**config.mk**
```make
export PLATFORM = sky130hd
export DESIGN_NAME = fpga_mcu_wrapper
export DESIGN_NICKNAME = d
export VERILOG_FILES = /design/src/hw/mcu_cfg_pkg.sv /design/src/hw/isa_pkg.sv /design/src/hw/fpga_mcu_wrapper.sv /design/src/hw/exec_stage.sv /design/src/hw/fetch_stage.sv /design/src/hw/prog_mem.sv /design/src/hw/board_support.sv
export SDC_FILE = /design/constraint.sdc
export NUM_CORES = 1
export LEC_CHECK = 0
export ABC_AREA = 0
export CORE_ASPECT_RATIO = 0.5
export CORE_MARGIN = 5
export CORE_UTILIZATION = 42
export DETAILED_ROUTE_END_ITERATION = 16
export DONT_BUFFER_PORTS = 1
export PLACE_DENSITY_LB_ADDON = 0.12
export SLEW_MARGIN = 25
export SYNTH_ARGS = -nofsm -noshare
export SYNTH_HDL_FRONTEND = slang
export SYNTH_SLANG_ARGS = --single-unit
```
**constraint.sdc**
```tcl
create_clock -name clk_i -period 3.6 [get_ports clk_i]
set_input_delay 0.36 -clock clk_i [delete_from_list [all_inputs] [get_ports clk_i]]
set_output_delay 0.36 -clock clk_i [all_outputs]
set_load 0.02 [all_outputs]
```
**src/hw/mcu_cfg_pkg.sv**
```systemverilog
// ==============================
// sizes of the memory, data path and GPIO port
// imported by the ISA package and every RTL module
// ==============================
`default_nettype none

package mcu_cfg_pkg;

  // accumulator and exit value
  localparam int unsigned data_w = 16;

  // immediate field of an instruction
  localparam int unsigned imm_w = 12;

  // output port driven by op_gpio
  localparam int unsigned gpio_w = 8;

  // program memory, in instruction words
  localparam int unsigned mem_depth = 64;
  localparam int unsigned addr_w = $clog2(mem_depth);

endpackage : mcu_cfg_pkg

`default_nettype wire
```
**src/hw/isa_pkg.sv**
```systemverilog
// ==============================
// instruction set and the records passed between
// the fetch and execute stages
// ==============================
`default_nettype none

package isa_pkg;
  import mcu_cfg_pkg::*;

  // unlisted codes decode as op_nop
  typedef enum logic [3:0] {
    op_nop  = 4'h0,
    op_ldi  = 4'h1,
    op_addi = 4'h2,
    op_subi = 4'h3,
    op_xori = 4'h4,
    op_shl  = 4'h5,
    op_gpio = 4'h6,
    op_bnz  = 4'h7,
    op_exit = 4'h8
  } opcode_e;

  // 16-bit word, opcode in the top nibble
  typedef struct packed {
    opcode_e          opcode;
    logic [imm_w-1:0] imm;
  } instr_t;

  // fetch -> execute, one per cycle
  typedef struct packed {
    logic              valid;
    logic [addr_w-1:0] pc;
    instr_t            instr;
  } fetch_t;

  // execute -> fetch, take is a single-cycle pulse
  typedef struct packed {
    logic              take;
    logic [addr_w-1:0] target;
  } redirect_t;

endpackage : isa_pkg

`default_nettype wire

```
**src/hw/fpga_mcu_wrapper.sv**
```systemverilog
// ==============================
// board top: board support logic beside the
// fetch/execute core and its program memory
// ==============================
`timescale 1ns/1ps
`default_nettype none

module fpga_mcu_wrapper
  import mcu_cfg_pkg::*;
  import isa_pkg::*;
#(
  parameter int unsigned led_count_len = 24
) (
  input  logic              clk_i,
  input  logic              rst_n,
  input  logic              run_i,
  input  logic              prog_we_i,
  input  logic [addr_w-1:0] prog_addr_i,
  input  instr_t            prog_data_i,
  output logic [gpio_w-1:0] gpio_o,
  output logic [data_w-1:0] exit_value_o,
  output logic              exit_valid_o,
  output logic              rst_led_o,
  output logic              clk_led_o,
  output logic              clk_o
);

  logic              clk_gen;
  logic              rst_sync_n;
  logic [addr_w-1:0] mem_addr;
  instr_t            mem_data;
  fetch_t            fetch;
  redirect_t         redirect;
  logic              halt;

  // board clock used directly, no clock wizard
  assign clk_gen = clk_i;
  assign clk_o   = clk_gen;

  board_support #(
    .led_count_len(led_count_len)
  ) u_board_support (
    .clk_gen     (clk_gen),
    .rst_n       (rst_n),
    .rst_sync_n_o(rst_sync_n),
    .rst_led_o   (rst_led_o),
    .clk_led_o   (clk_led_o)
  );

  prog_mem u_prog_mem (
    .clk_gen(clk_gen),
    .run_i  (run_i),
    .we_i   (prog_we_i),
    .waddr_i(prog_addr_i),
    .wdata_i(prog_data_i),
    .raddr_i(mem_addr),
    .rdata_o(mem_data)
  );

  fetch_stage u_fetch_stage (
    .clk_gen   (clk_gen),
    .rst_n     (rst_sync_n),
    .run_i     (run_i),
    .halt_i    (halt),
    .redirect_i(redirect),
    .mem_addr_o(mem_addr),
    .mem_data_i(mem_data),
    .fetch_o   (fetch)
  );

  exec_stage u_exec_stage (
    .clk_gen     (clk_gen),
    .rst_n       (rst_sync_n),
    .run_i       (run_i),
    .fetch_i     (fetch),
    .redirect_o  (redirect),
    .halt_o      (halt),
    .gpio_o      (gpio_o),
    .exit_value_o(exit_value_o),
    .exit_valid_o(exit_valid_o)
  );

endmodule : fpga_mcu_wrapper

`default_nettype wire

```
**src/hw/exec_stage.sv**
```systemverilog
// ==============================
// execute stage: accumulator ALU, branch resolution,
// GPIO register and exit registers
// ==============================
`timescale 1ns/1ps
`default_nettype none

module exec_stage
  import mcu_cfg_pkg::*;
  import isa_pkg::*;
(
  input  logic              clk_gen,
  input  logic              rst_n,
  input  logic              run_i,
  input  fetch_t            fetch_i,
  output redirect_t         redirect_o,
  output logic              halt_o,
  output logic [gpio_w-1:0] gpio_o,
  output logic [data_w-1:0] exit_value_o,
  output logic              exit_valid_o
);

  typedef enum logic {
    st_running,
    st_exited
  } state_e;

  state_e            state_q;
  opcode_e           op;
  logic [data_w-1:0] imm_ext;
  logic [data_w-1:0] acc_q;
  logic [gpio_w-1:0] gpio_q;
  logic [data_w-1:0] exit_value_q;

  assign op      = fetch_i.instr.opcode;
  assign imm_ext = data_w'(fetch_i.instr.imm);

  // resolved in the same cycle, fetch reacts at the next edge
  always_comb begin
    redirect_o.take   = fetch_i.valid && (op == op_bnz) && (acc_q != '0);
    redirect_o.target = fetch_i.instr.imm[addr_w-1:0];
  end

  always_ff @(posedge clk_gen or negedge rst_n) begin
    if (!rst_n) begin
      state_q      <= st_running;
      acc_q        <= '0;
      gpio_q       <= '0;
      exit_value_q <= '0;
    end else if (!run_i) begin
      state_q      <= st_running;
      acc_q        <= '0;
      gpio_q       <= '0;
      exit_value_q <= '0;
    end else if (fetch_i.valid) begin
      case (op)
        op_ldi:  acc_q <= imm_ext;
        op_addi: acc_q <= acc_q + imm_ext;
        op_subi: acc_q <= acc_q - imm_ext;
        op_xori: acc_q <= acc_q ^ imm_ext;
        op_shl:  acc_q <= {acc_q[data_w-2:0], 1'b0};
        op_gpio: gpio_q <= acc_q[gpio_w-1:0];
        op_exit: begin
          state_q      <= st_exited;
          exit_value_q <= acc_q;
        end
        // op_nop, op_bnz and unused codes leave the registers alone
        default: ;
      endcase
    end
  end

  assign exit_valid_o = (state_q == st_exited);
  assign halt_o       = exit_valid_o;
  assign gpio_o       = gpio_q;
  assign exit_value_o = exit_value_q;

  a_quiet_after_exit : assert property (
    @(posedge clk_gen) disable iff (!rst_n) !(fetch_i.valid && exit_valid_o)
  ) else $error("valid instruction after exit");

  // back-to-back valid items are sequential unless a branch was taken
  a_pc_sequence : assert property (
    @(posedge clk_gen) disable iff (!rst_n || !run_i)
    fetch_i.valid && !redirect_o.take ##1 fetch_i.valid
      |-> fetch_i.pc == addr_w'($past(fetch_i.pc) + 1'b1)
  ) else $error("fetch pc out of sequence");

endmodule : exec_stage

`default_nettype wire

```
**src/hw/fetch_stage.sv**
```systemverilog
// ==============================
// fetch stage: pc, sequential issue, branch redirect
// and halt, one instruction handed to execute per cycle
// ==============================
`timescale 1ns/1ps
`default_nettype none

module fetch_stage
  import mcu_cfg_pkg::*;
  import isa_pkg::*;
(
  input  logic              clk_gen,
  input  logic              rst_n,
  input  logic              run_i,
  input  logic              halt_i,
  input  redirect_t         redirect_i,
  output logic [addr_w-1:0] mem_addr_o,
  input  instr_t            mem_data_i,
  output fetch_t            fetch_o
);

  logic              run_q;
  logic              issue;
  logic [addr_w-1:0] pc_q;
  logic              rd_valid_q;
  logic [addr_w-1:0] rd_pc_q;

  // issue starts the cycle after run is first seen high
  assign issue      = run_i && run_q && !halt_i;
  assign mem_addr_o = pc_q;

  always_ff @(posedge clk_gen or negedge rst_n) begin
    if (!rst_n) begin
      run_q      <= 1'b0;
      pc_q       <= '0;
      rd_valid_q <= 1'b0;
      rd_pc_q    <= '0;
    end else begin
      run_q <= run_i;
      // a taken branch kills the read now in flight
      rd_valid_q <= issue && !redirect_i.take;
      rd_pc_q    <= pc_q;
      if (!run_i) begin
        pc_q <= '0;
      end else if (redirect_i.take) begin
        pc_q <= redirect_i.target;
      end else if (issue) begin
        pc_q <= pc_q + 1'b1;
      end
    end
  end

  // the word fetched alongside op_exit is dropped here
  always_comb begin
    fetch_o.valid = rd_valid_q && !halt_i;
    fetch_o.pc    = rd_pc_q;
    fetch_o.instr = mem_data_i;
  end

  a_no_redirect_when_halted : assert property (
    @(posedge clk_gen) disable iff (!rst_n) !(redirect_i.take && halt_i)
  ) else $error("branch redirect while halted");

endmodule : fetch_stage

`default_nettype wire

```
**src/hw/prog_mem.sv**
```systemverilog
// ==============================
// program memory, loaded while stopped and read
// by the fetch stage with one cycle of latency
// ==============================
`timescale 1ns/1ps
`default_nettype none

module prog_mem
  import mcu_cfg_pkg::*;
  import isa_pkg::*;
(
  input  logic              clk_gen,
  input  logic              run_i,
  input  logic              we_i,
  input  logic [addr_w-1:0] waddr_i,
  input  instr_t            wdata_i,
  input  logic [addr_w-1:0] raddr_i,
  output instr_t            rdata_o
);

  instr_t mem_q [mem_depth];

  always_ff @(posedge clk_gen) begin
    if (we_i) begin
      mem_q[waddr_i] <= wdata_i;
    end
    rdata_o <= mem_q[raddr_i];
  end

  // loading is only legal while the core is stopped
  a_no_load_while_running : assert property (
    @(posedge clk_gen) !(we_i && run_i)
  ) else $error("program write while run_i is high");

endmodule : prog_mem

`default_nettype wire

```
**src/hw/board_support.sv**
```systemverilog
// ==============================
// reset synchronizer, reset LED and heartbeat
// counter for the board wrapper
// ==============================
`timescale 1ns/1ps
`default_nettype none

module board_support #(
  parameter int unsigned led_count_len = 24
) (
  input  logic clk_gen,
  input  logic rst_n,
  output logic rst_sync_n_o,
  output logic rst_led_o,
  output logic clk_led_o
);

  logic [1:0]               sync_q;
  logic [led_count_len-1:0] count_q;

  if (led_count_len < 2) begin : gen_len_check
    $error("led_count_len must be at least 2");
  end

  // asserts at once, releases on the second edge
  always_ff @(posedge clk_gen or negedge rst_n) begin
    if (!rst_n) begin
      sync_q <= '0;
    end else begin
      sync_q <= {sync_q[0], 1'b1};
    end
  end

  assign rst_sync_n_o = sync_q[1];
  assign rst_led_o    = sync_q[1];

  // top bit toggles every 2**(len-1) cycles
  always_ff @(posedge clk_gen or negedge rst_sync_n_o) begin
    if (!rst_sync_n_o) begin
      count_q <= '0;
    end else begin
      count_q <= count_q + 1'b1;
    end
  end

  assign clk_led_o = count_q[led_count_len-1];

endmodule : board_support

`default_nettype wire

```
== Word-level counts from Yosys, hierarchy flattened ==
Memories as Yosys holds them, arrays and structs flattened. A register that Yosys moved wholly into a read port is not among the register bits.
Cells that the tools add are included.

* Memories: 1
* Memory bits (writable): 1024
* Input bits: 26
* Flip-flop bits (word level): 75

{| class="wikitable"
|+ Memories
! memory !! depth !! width !! read ports !! clocked after Yosys merged registers in !! wr ports !! line !! source
|-
| u_prog_mem.mem_q || 64 || 16 || 1 || 1 || 1 || prog_mem.sv:21 || <nowiki>instr_t mem_q [mem_depth];</nowiki>
|}

* Reductions and logical operators: 12
* Bitwise operators: 1
* Multiplexer cells: 17
* Equality and inequality tests: 13
* Add/sub/neg operators: 4

{| class="wikitable"
|+ Operators with widths
! cell !! number
|-
| two-way mux 16 bit || 5
|-
| one-hot mux 16 bit (5 select lines) || 1
|-
| adder 24 x 1 -> 24 bit (second input constant) || 1
|-
| two-way mux 8 bit || 3
|-
| two-way mux 6 bit || 3
|-
| adder 16 x 12 -> 16 bit || 1
|-
| == test 4 x 3 -> 1 bit (second input constant) || 4
|-
| nonzero test 16 bit || 1
|-
| subtractor 16 x 12 -> 16 bit || 1
|-
| bitwise XOR 16 x 12 -> 16 bit || 1
|-
| == test 4 x 2 -> 1 bit (second input constant) || 2
|-
| adder 6 x 1 -> 6 bit (second input constant) || 1
|-
| logical AND 1 bit || 6
|-
| inequality test 2 x 1 -> 1 bit (second input constant) || 3
|-
| inequality test 6 x 1 -> 1 bit (second input constant) || 1
|-
| AND reduction 2 bit || 3
|-
| two-way mux 1 bit || 5
|-
| == test 4 x 1 -> 1 bit (second input constant) || 1
|-
| == test 4 bit (second input constant) || 1
|-
| inequality test 3 x 1 -> 1 bit (second input constant) || 1
|-
| logical NOT 1 bit || 2
|}

== Logic depth before layout (Yosys ltp) ==
Gate-level depths: netlist of the first run.

* Depth in word-level cells: 6
* Depth in mapped cells: 14
* Mapped depth without buffers: 13

== By module ==
Synthesis of the first run repeated with hierarchy kept, for this count alone.

* Cell total of the unflattened synthesis: 2349
* Area, all modules: 45117.0 sq um

{| class="wikitable"
|+ By module, submodules not included
! module !! instances !! area an instance (sq um) !! cells each !! seq. area each (sq um)
|-
| prog_mem || 1 || 40042.2 || 1829 || 31069.8
|-
| exec_stage || 1 || 3296.9 || 370 || 1026.0
|-
| board_support || 1 || 1082.3 || 87 || 650.6
|-
| fetch_stage || 1 || 688.2 || 62 || 350.3
|-
| fpga_mcu_wrapper || 1 || 7.5 || 1 || 0.0
|}

==> results of run 1 <==
## cell usage after synthesis (all sizes together) (4+ instances only)
library cell	number
nor2b	30
o211ai	5
mux4	320
edfxtp	1024
buf	51
dfrtp	75
a211oi	4
nor3	12
nor3b	8
a221oi	4
nor2	111
o21ai	24
ha	18
xor2	14
a31oi	4
and3	4
a22oi	33
nand3b	4
and2	4
nand4	8
xnor2	30
o31ai	5
a32o	4
a21oi	33
clkbuf	62
nand3	28
o21a	6
mux2i	25
nand2	63
dfxtp	16
nor4	7
inv	17
a21o	6
## sequential cells by signal, summed over array words and instances (netlist names)
| signal | count |
|---|---|
| u_prog_mem.rdata_o | 16 |
| u_exec_stage.gpio_o | 8 |
| u_fetch_stage.mem_addr_o | 6 |
| u_exec_stage.acc_q | 16 |
| u_exec_stage.exit_valid_o | 1 |
| u_board_support.count_q | 24 |
| u_fetch_stage.rd_valid_q | 1 |
| u_prog_mem.mem_q | 1024 |
| u_board_support.sync_q | 2 |
| u_exec_stage.exit_value_o | 16 |
| u_fetch_stage.run_q | 1 |
## worst max path at each step
stage / startpoint / endpoint / slack (ns)
6_report: u_prog_mem.rdata_o[15]$_DFF_P_ / u_exec_stage.acc_q[13]$_DFFE_PN0P_ / 0.32
2_1_floorplan: u_prog_mem.rdata_o[13]$_DFF_P_ / u_exec_stage.acc_q[13]$_DFFE_PN0P_ / 0.33
3_3_place_gp: u_prog_mem.rdata_o[15]$_DFF_P_ / u_exec_stage.acc_q[13]$_DFFE_PN0P_ / 0.25
3_5_place_dp: u_prog_mem.rdata_o[15]$_DFF_P_ / u_exec_stage.acc_q[13]$_DFFE_PN0P_ / 0.19
5_1_grt: u_prog_mem.rdata_o[14]$_DFF_P_ / u_exec_stage.acc_q[13]$_DFFE_PN0P_ / 0.09
4_1_cts: u_prog_mem.rdata_o[15]$_DFF_P_ / u_exec_stage.acc_q[13]$_DFFE_PN0P_ / 0.17
## through the flow
stage,cell area (µm²),power (mW),cells,utilization
final,50400,26.8,3741,0.481
after global routing,50400,27.8,3740,0.481
after CTS,50400,27.1,3740,0.481
after detailed placement,46600,16.2,3530,0.445
after global placement,46600,16.2,3530,0.445
after floorplan,44100,15.8,2103,-
## repair_timing
action / 4_1_cts / 5_1_grt
hold buffers: 29 / 0
endpoints found under the hold margin: 1074 / 0
resized for setup: 0 / 3
setup endpoints to repair: 0 / 1
## metal layers
| layer | track usage | routed length (µm) | up-vias |
|---|---|---|---|
| li1 | - | - | 8990 |
| met1 | 0.285 | 48400 | 11600 |
| met2 | 0.303 | 50600 | 605 |
| met3 | 0.0489 | 7280 | 130 |
| met4 | 0.0417 | 1980 | 0 |
| met5 | 0 | 0 | - |
## layout make-up
cell class              count  share of cell area
flip-flops and latches   1115               0.654
multi-input cells         858               0.213
clock buffers             118              0.0521
well taps                1419              0.0352
repair buffers            150              0.0320
clock inverters            63              0.0115
inverters                  17             0.00127
diodes                      1           0.0000497
## where the power goes
part           total [mW]  internal, mW  switching, mW
logic                1.80         0.815          0.981
registers            14.4          14.2          0.110
clock network        10.6          5.87           4.78
total                26.8          20.9           5.87
## cell families (layout without fill, tap and decap cells)
kind of cell | after synthesis | in the layout | synth area share
other | 1 | 2 | 0.0000850
AO/OA/AOI/OAI | 153 | 153 | 0.0238
buffers and inverters | 130 | 348 | 0.0135
XOR/XNOR | 44 | 44 | 0.00874
multiplexers | 345 | 345 | 0.169
AND/OR/NAND/NOR | 296 | 296 | 0.0324
flip-flops | 1115 | 1115 | 0.747
adder cells (fa/ha/maj) | 19 | 19 | 0.00556
## critical path, cell delays in order (launching register included)
cell       delay [ns]
dfxtp_1          0.45
nor2_1           0.08
and2_1           0.18
nand2_2          0.15
o21ai_0          0.13
xor2_1           0.16
ha_1             0.36
a21o_1           0.19
a31oi_2          0.23
a21oi_1          0.16
or4_1            0.53
a2111oi_0        0.43
a221o_1          0.17
==> metrics.csv, run 1 <==
metric;value;unit
hold_depth;1;
multi_input_comb_area;10700;µm²
route.detailed.drc;0;
final_common_cell;edfxtp_1;
leakagePower;15.8;nW
cp-start-kind;flip-flop;
netlist_area;44100;µm²
synth_seq_cells;1115;
drtPass1Iterations;6;
synth_edf_count;1024;
final_cell_mix;edfxtp_1, mux4_2, buf_4;
syn_inst;2103;
finalWorstSetupSlack;0.318;ns
grt_max_degree;65;
hold_end;u_prog_mem.mem_q[27][3]$_DFFE_PP_;
worstReg2RegStart;u_prog_mem.rdata_o[15]$_DFF_P_;
rsz0062_at_grt;false;
globalplace.congestion;0.817;
fin_setup_tns;0;ns
cts.root.buffer_cell;clkbuf_16;
drive_above_1_share;0.296;
avgSynthCellArea;21.0;µm²
critPathKind;flip-flop to flip-flop;
ios;54;
cts_tree;done;
register_area;33000;µm²
place.port_buffers;0;
fmax;305;MHz
maxSlewHeadroom;0.356;
fillers;8589;
grt.overflow.total;0;
cp.arrival;3.91;ns
drtIter0Drc;2151;
synthToLayoutAreaGrowth;14.2;%
hpwlAfterDp;60500;µm
fin_skew;0.0191;ns
rr_worst_depth;12;
synth-main-ff-cell;edfxtp_1;
finalHoldViolCount;0;
routed_wirelength;108000;µm
worstPathRequired;4.23;ns
tightest_slew;0.952;ns
synth_area_leaders;edfxtp_1, mux4_2, dfrtp_1;
status;finished clean;
yosysWarningCount;0;
drtAntennaViolNets;0;
ys_seq_area_frac;0.747;
nets;2287;
yosysTopAreaCell;edfxtp_1;
vdd_ir_drop_max;342;µV
die_w;468;µm
clock-sinks;1115;
fp.coreArea;105000;µm²
grt_pass1_wl;157000;µm
cap_violations;0;
vias_per_cell;5.70;
initial_core_util;0.421;
antenna_found_initial;2;
htreeDepth;3;
reg2reg_to;u_exec_stage.acc_q[13]$_DFFE_PN0P_;
async_reset_ff_frac;0.0673;
finalCritPeriodShare;0.912;
place_ws;0.193;ns
cp_max_fo;8;
clk_pin_slew;0.07;ns
fin_crit;3.28;ns
wl_per_cell;28.9;µm
die_h;239;µm
syn_nets;2148;
std_cell_rows;84;
dieArea;112000;µm²
cts_made_buffers;100;
power-per-cell-area;532;nW/µm²
yosysTopAreaCellShare;0.697;
cts_setup_buffers;0;
vias;21300;
clockBufferDepth;3;
min_from;prog_data_i[3];
clk-insertion-delay-late;0.70;ns
ff2ff_setup_slack;0.32;ns
grtUsageTotal;0.196;
hold-worst-slack;0.0404;ns
grt_pass1_vias;21800;
slew_violations;0;
hp-class;primary input to flip-flop;
crit_path_end_kind;flip-flop;
ys_types;69;
setup_viol;0;
No activity file was read; power rests on OpenSTA's default activity.
==> inputs of run 2 (changes only) <==
CORE_ASPECT_RATIO = unset   (was 0.5)
HOLD_SLACK_MARGIN = 0.08   (was unset)
==> metrics.csv, run 2 (synthesized netlist as in run 1, its figures left out) <==
metric;value;unit;change
status;finished clean;;
rr_worst_depth;11;;-1
power-per-cell-area;549;nW/µm²;+3.2%
reg_top3;u_prog_mem.mem_q: 1024 flops, u_board_support.count_q: 24 flops;;
fin_skew;0.0332;ns;+0.0141 ns
clk-insertion-delay-late;0.70;ns;about the same
vias_per_cell;5.67;;-0.46%
cts.root.buffer_cell;clkbuf_16;;
grtUsageTotal;0.193;;-0.00316
vdd_ir_drop_max;394;µV;+15%
drive_above_1_share;0.294;;-0.00144
drtPass1Iterations;5;;-1
slew_violations;0;;unchanged
vias;21200;;-0.33%
cts_made_buffers;117;;+17%
cts_setup_buffers;0;;unchanged
rsz0062_at_grt;false;;
antenna_found_initial;5;;+3
tightest_slew;0.916;ns;-0.0358 ns
critPathKind;flip-flop to flip-flop;;
pwr-share-clk;0.421;;+0.024
die_h;334;µm;+40%
dieArea;112000;µm²;-0.35%
hold-worst-slack;0.297;ns;+0.257 ns
grt_pass1_wl;156000;µm;-0.22%
clockBufferDepth;3;;unchanged
power_frac_comb;0.065;;-0.002
fin_setup_tns;0;ns;unchanged
fillers;8477;;-1.3%
p_switching;6.06;mW;+3.2%
nets;2304;;+0.74%
maxSlewHeadroom;0.389;;+0.0330
drtIter0Drc;1802;;-16%
ios;54;;unchanged
largest_reg_flops;1024;;unchanged
cp_max_fo;8;;unchanged
placed_area;46500;µm²;-0.20%
ff2ff_setup_slack;0.31;ns;about the same
fp.coreArea;104000;µm²;-0.71%
power.share.sequential;0.514;;-0.022
leakagePower;16.1;nW;+1.6%
finalCritPeriodShare;0.913;;+0.00125
grt_max_degree;68;;+4.6%
final_common_cell;edfxtp_1;;
globalplace.congestion;0.845;;+3.5%
route.detailed.drc;0;;unchanged
htreeDepth;3;;unchanged
hold_depth;3;;+2
p_sw_frac;0.217;;-0.00230
place.port_buffers;0;;unchanged
p_int;21.9;mW;+4.6%
clk_pin_slew;0.06;ns;about the same
worstPathRequired;4.18;ns;-0.05 ns
fin_crit;3.29;ns;+0.00450 ns
hold_end;u_prog_mem.mem_q[47][3]$_DFFE_PP_;;
clock-sinks;1115;;unchanged
grt.overflow.total;0;;unchanged
fmax;304;MHz;-0.14%
wl_per_cell;28.8;µm;-0.53%
initial_core_util;0.424;;+0.00300
hpwlAfterDp;62200;µm;+2.9%
cap_violations;0;;unchanged
worstReg2RegStart;u_prog_mem.rdata_o[4]$_DFF_P_;;
synthToLayoutAreaGrowth;15.5;%;
hp-class;primary input to flip-flop;;
crit_path_end_kind;flip-flop;;
die_w;334;µm;-29%
max_flop_register;u_prog_mem.mem_q;;
setup_viol;0;;unchanged
routed_wirelength;108000;µm;-0.40%
std_cell_rows;118;;+40%
cp-start-kind;flip-flop;;
fin_area;51000;µm²;+1.1%
finalHoldViolCount;0;;unchanged
reg2reg_to;u_exec_stage.acc_q[15]$_DFFE_PN0P_;;
final_cell_mix;edfxtp_1, mux4_2, clkbuf_16;;
cts_tree;done;;
grt_pass1_vias;22200;;+1.8%
min_from;prog_addr_i[0];;
drtAntennaViolNets;0;;unchanged
cp.arrival;3.86;ns;-0.05 ns
[run 2: cell count changes in the layout (fill, tap and decap cells not counted), moves of 2 or more]
cell | previous run | this run
clkbuf_8 | 1 | 6
buf_12 | 11 | 13
dlygate4sd3_1 | 12 | 21
buf_4 | 111 | 100
diode_2 | 1 | 3
clkbuf_16 | 102 | 119
clkinv_2 | 27 | 22
clkinv_1 | 18 | 31
clkbuf_1 | 15 | 25
[run 2: power groups by stage]
stage	registers (mW)	logic (mW)	clock network, mW
global route	14.4	1.96	12.6
CTS	14.4	1.85	12.1
floorplan	14.6	1.17	0.0325
finish	14.4	1.82	11.8
detailed placement	14.6	1.57	0
global placement	14.6	1.57	0
[run 2: what timing repair did]
item	in CTS	in global routing
gates resized for setup	0	1
hold buffers	38	0
hold endpoints to repair	1083	0
setup endpoints to repair	0	1
[run 2: metal layers]
| layer | wire [µm] | global-route usage | up-vias |
|---|---|---|---|
| li1 | - | - | 9070 |
| met1 | 44600 | 0.258 | 11400 |
| met2 | 53900 | 0.323 | 584 |
| met3 | 6650 | 0.0437 | 147 |
| met4 | 2660 | 0.0506 | 0 |
| met5 | 0 | 0 | - |
[run 2: worst max path at each step]
stage / slack [ns] / depth (start not counted) / start / to
floorplan: 0.33 / 13 / u_prog_mem.rdata_o[13]$_DFF_P_ / u_exec_stage.acc_q[13]$_DFFE_PN0P_
global placement: 0.31 / 12 / u_prog_mem.rdata_o[14]$_DFF_P_ / u_exec_stage.acc_q[13]$_DFFE_PN0P_
detailed placement: 0.28 / 12 / u_prog_mem.rdata_o[14]$_DFF_P_ / u_exec_stage.acc_q[13]$_DFFE_PN0P_
CTS: 0.29 / 12 / u_prog_mem.rdata_o[14]$_DFF_P_ / u_exec_stage.acc_q[13]$_DFFE_PN0P_
global route: 0.02 / 11 / u_prog_mem.rdata_o[4]$_DFF_P_ / u_exec_stage.acc_q[15]$_DFFE_PN0P_
finish: 0.31 / 11 / u_prog_mem.rdata_o[4]$_DFF_P_ / u_exec_stage.acc_q[15]$_DFFE_PN0P_
[run 2: critical path, cell delays in order (launching register included)]
cell	delay, ns
dfxtp_1	0.38
nor4_1	0.56
nand3_1	0.17
o41ai_1	0.46
xor2_1	0.13
ha_1	0.47
nand2_1	0.13
a21oi_1	0.16
o221a_2	0.20
o31ai_1	0.08
and3_1	0.18
a221o_1	0.26
[run 2: per-stage QoR]
stage	power, mW	util	setup slack [ns]	cells
global placement	16.2	0.447	0.312	3482
finish	28.0	0.490	0.314	3746
floorplan	15.8	-	0.334	2103
detailed placement	16.2	0.447	0.281	3482
CTS	28.3	0.490	0.286	3743
global route	28.9	0.490	0.0247	3743
[run 2: cell type report]
cell class	count	area (µm²)	area share
Antenna cell	3	7.51	0.000147
Clock buffer	150	3150	0.0619
Clock inverter	73	629	0.0124
Inverter	17	63.8	0.00125
Multi-Input combinational cell	858	10700	0.211
Sequential cell	1115	33000	0.647
Tap cell	1380	1730	0.0339
Timing Repair Buffer	150	1660	0.0326
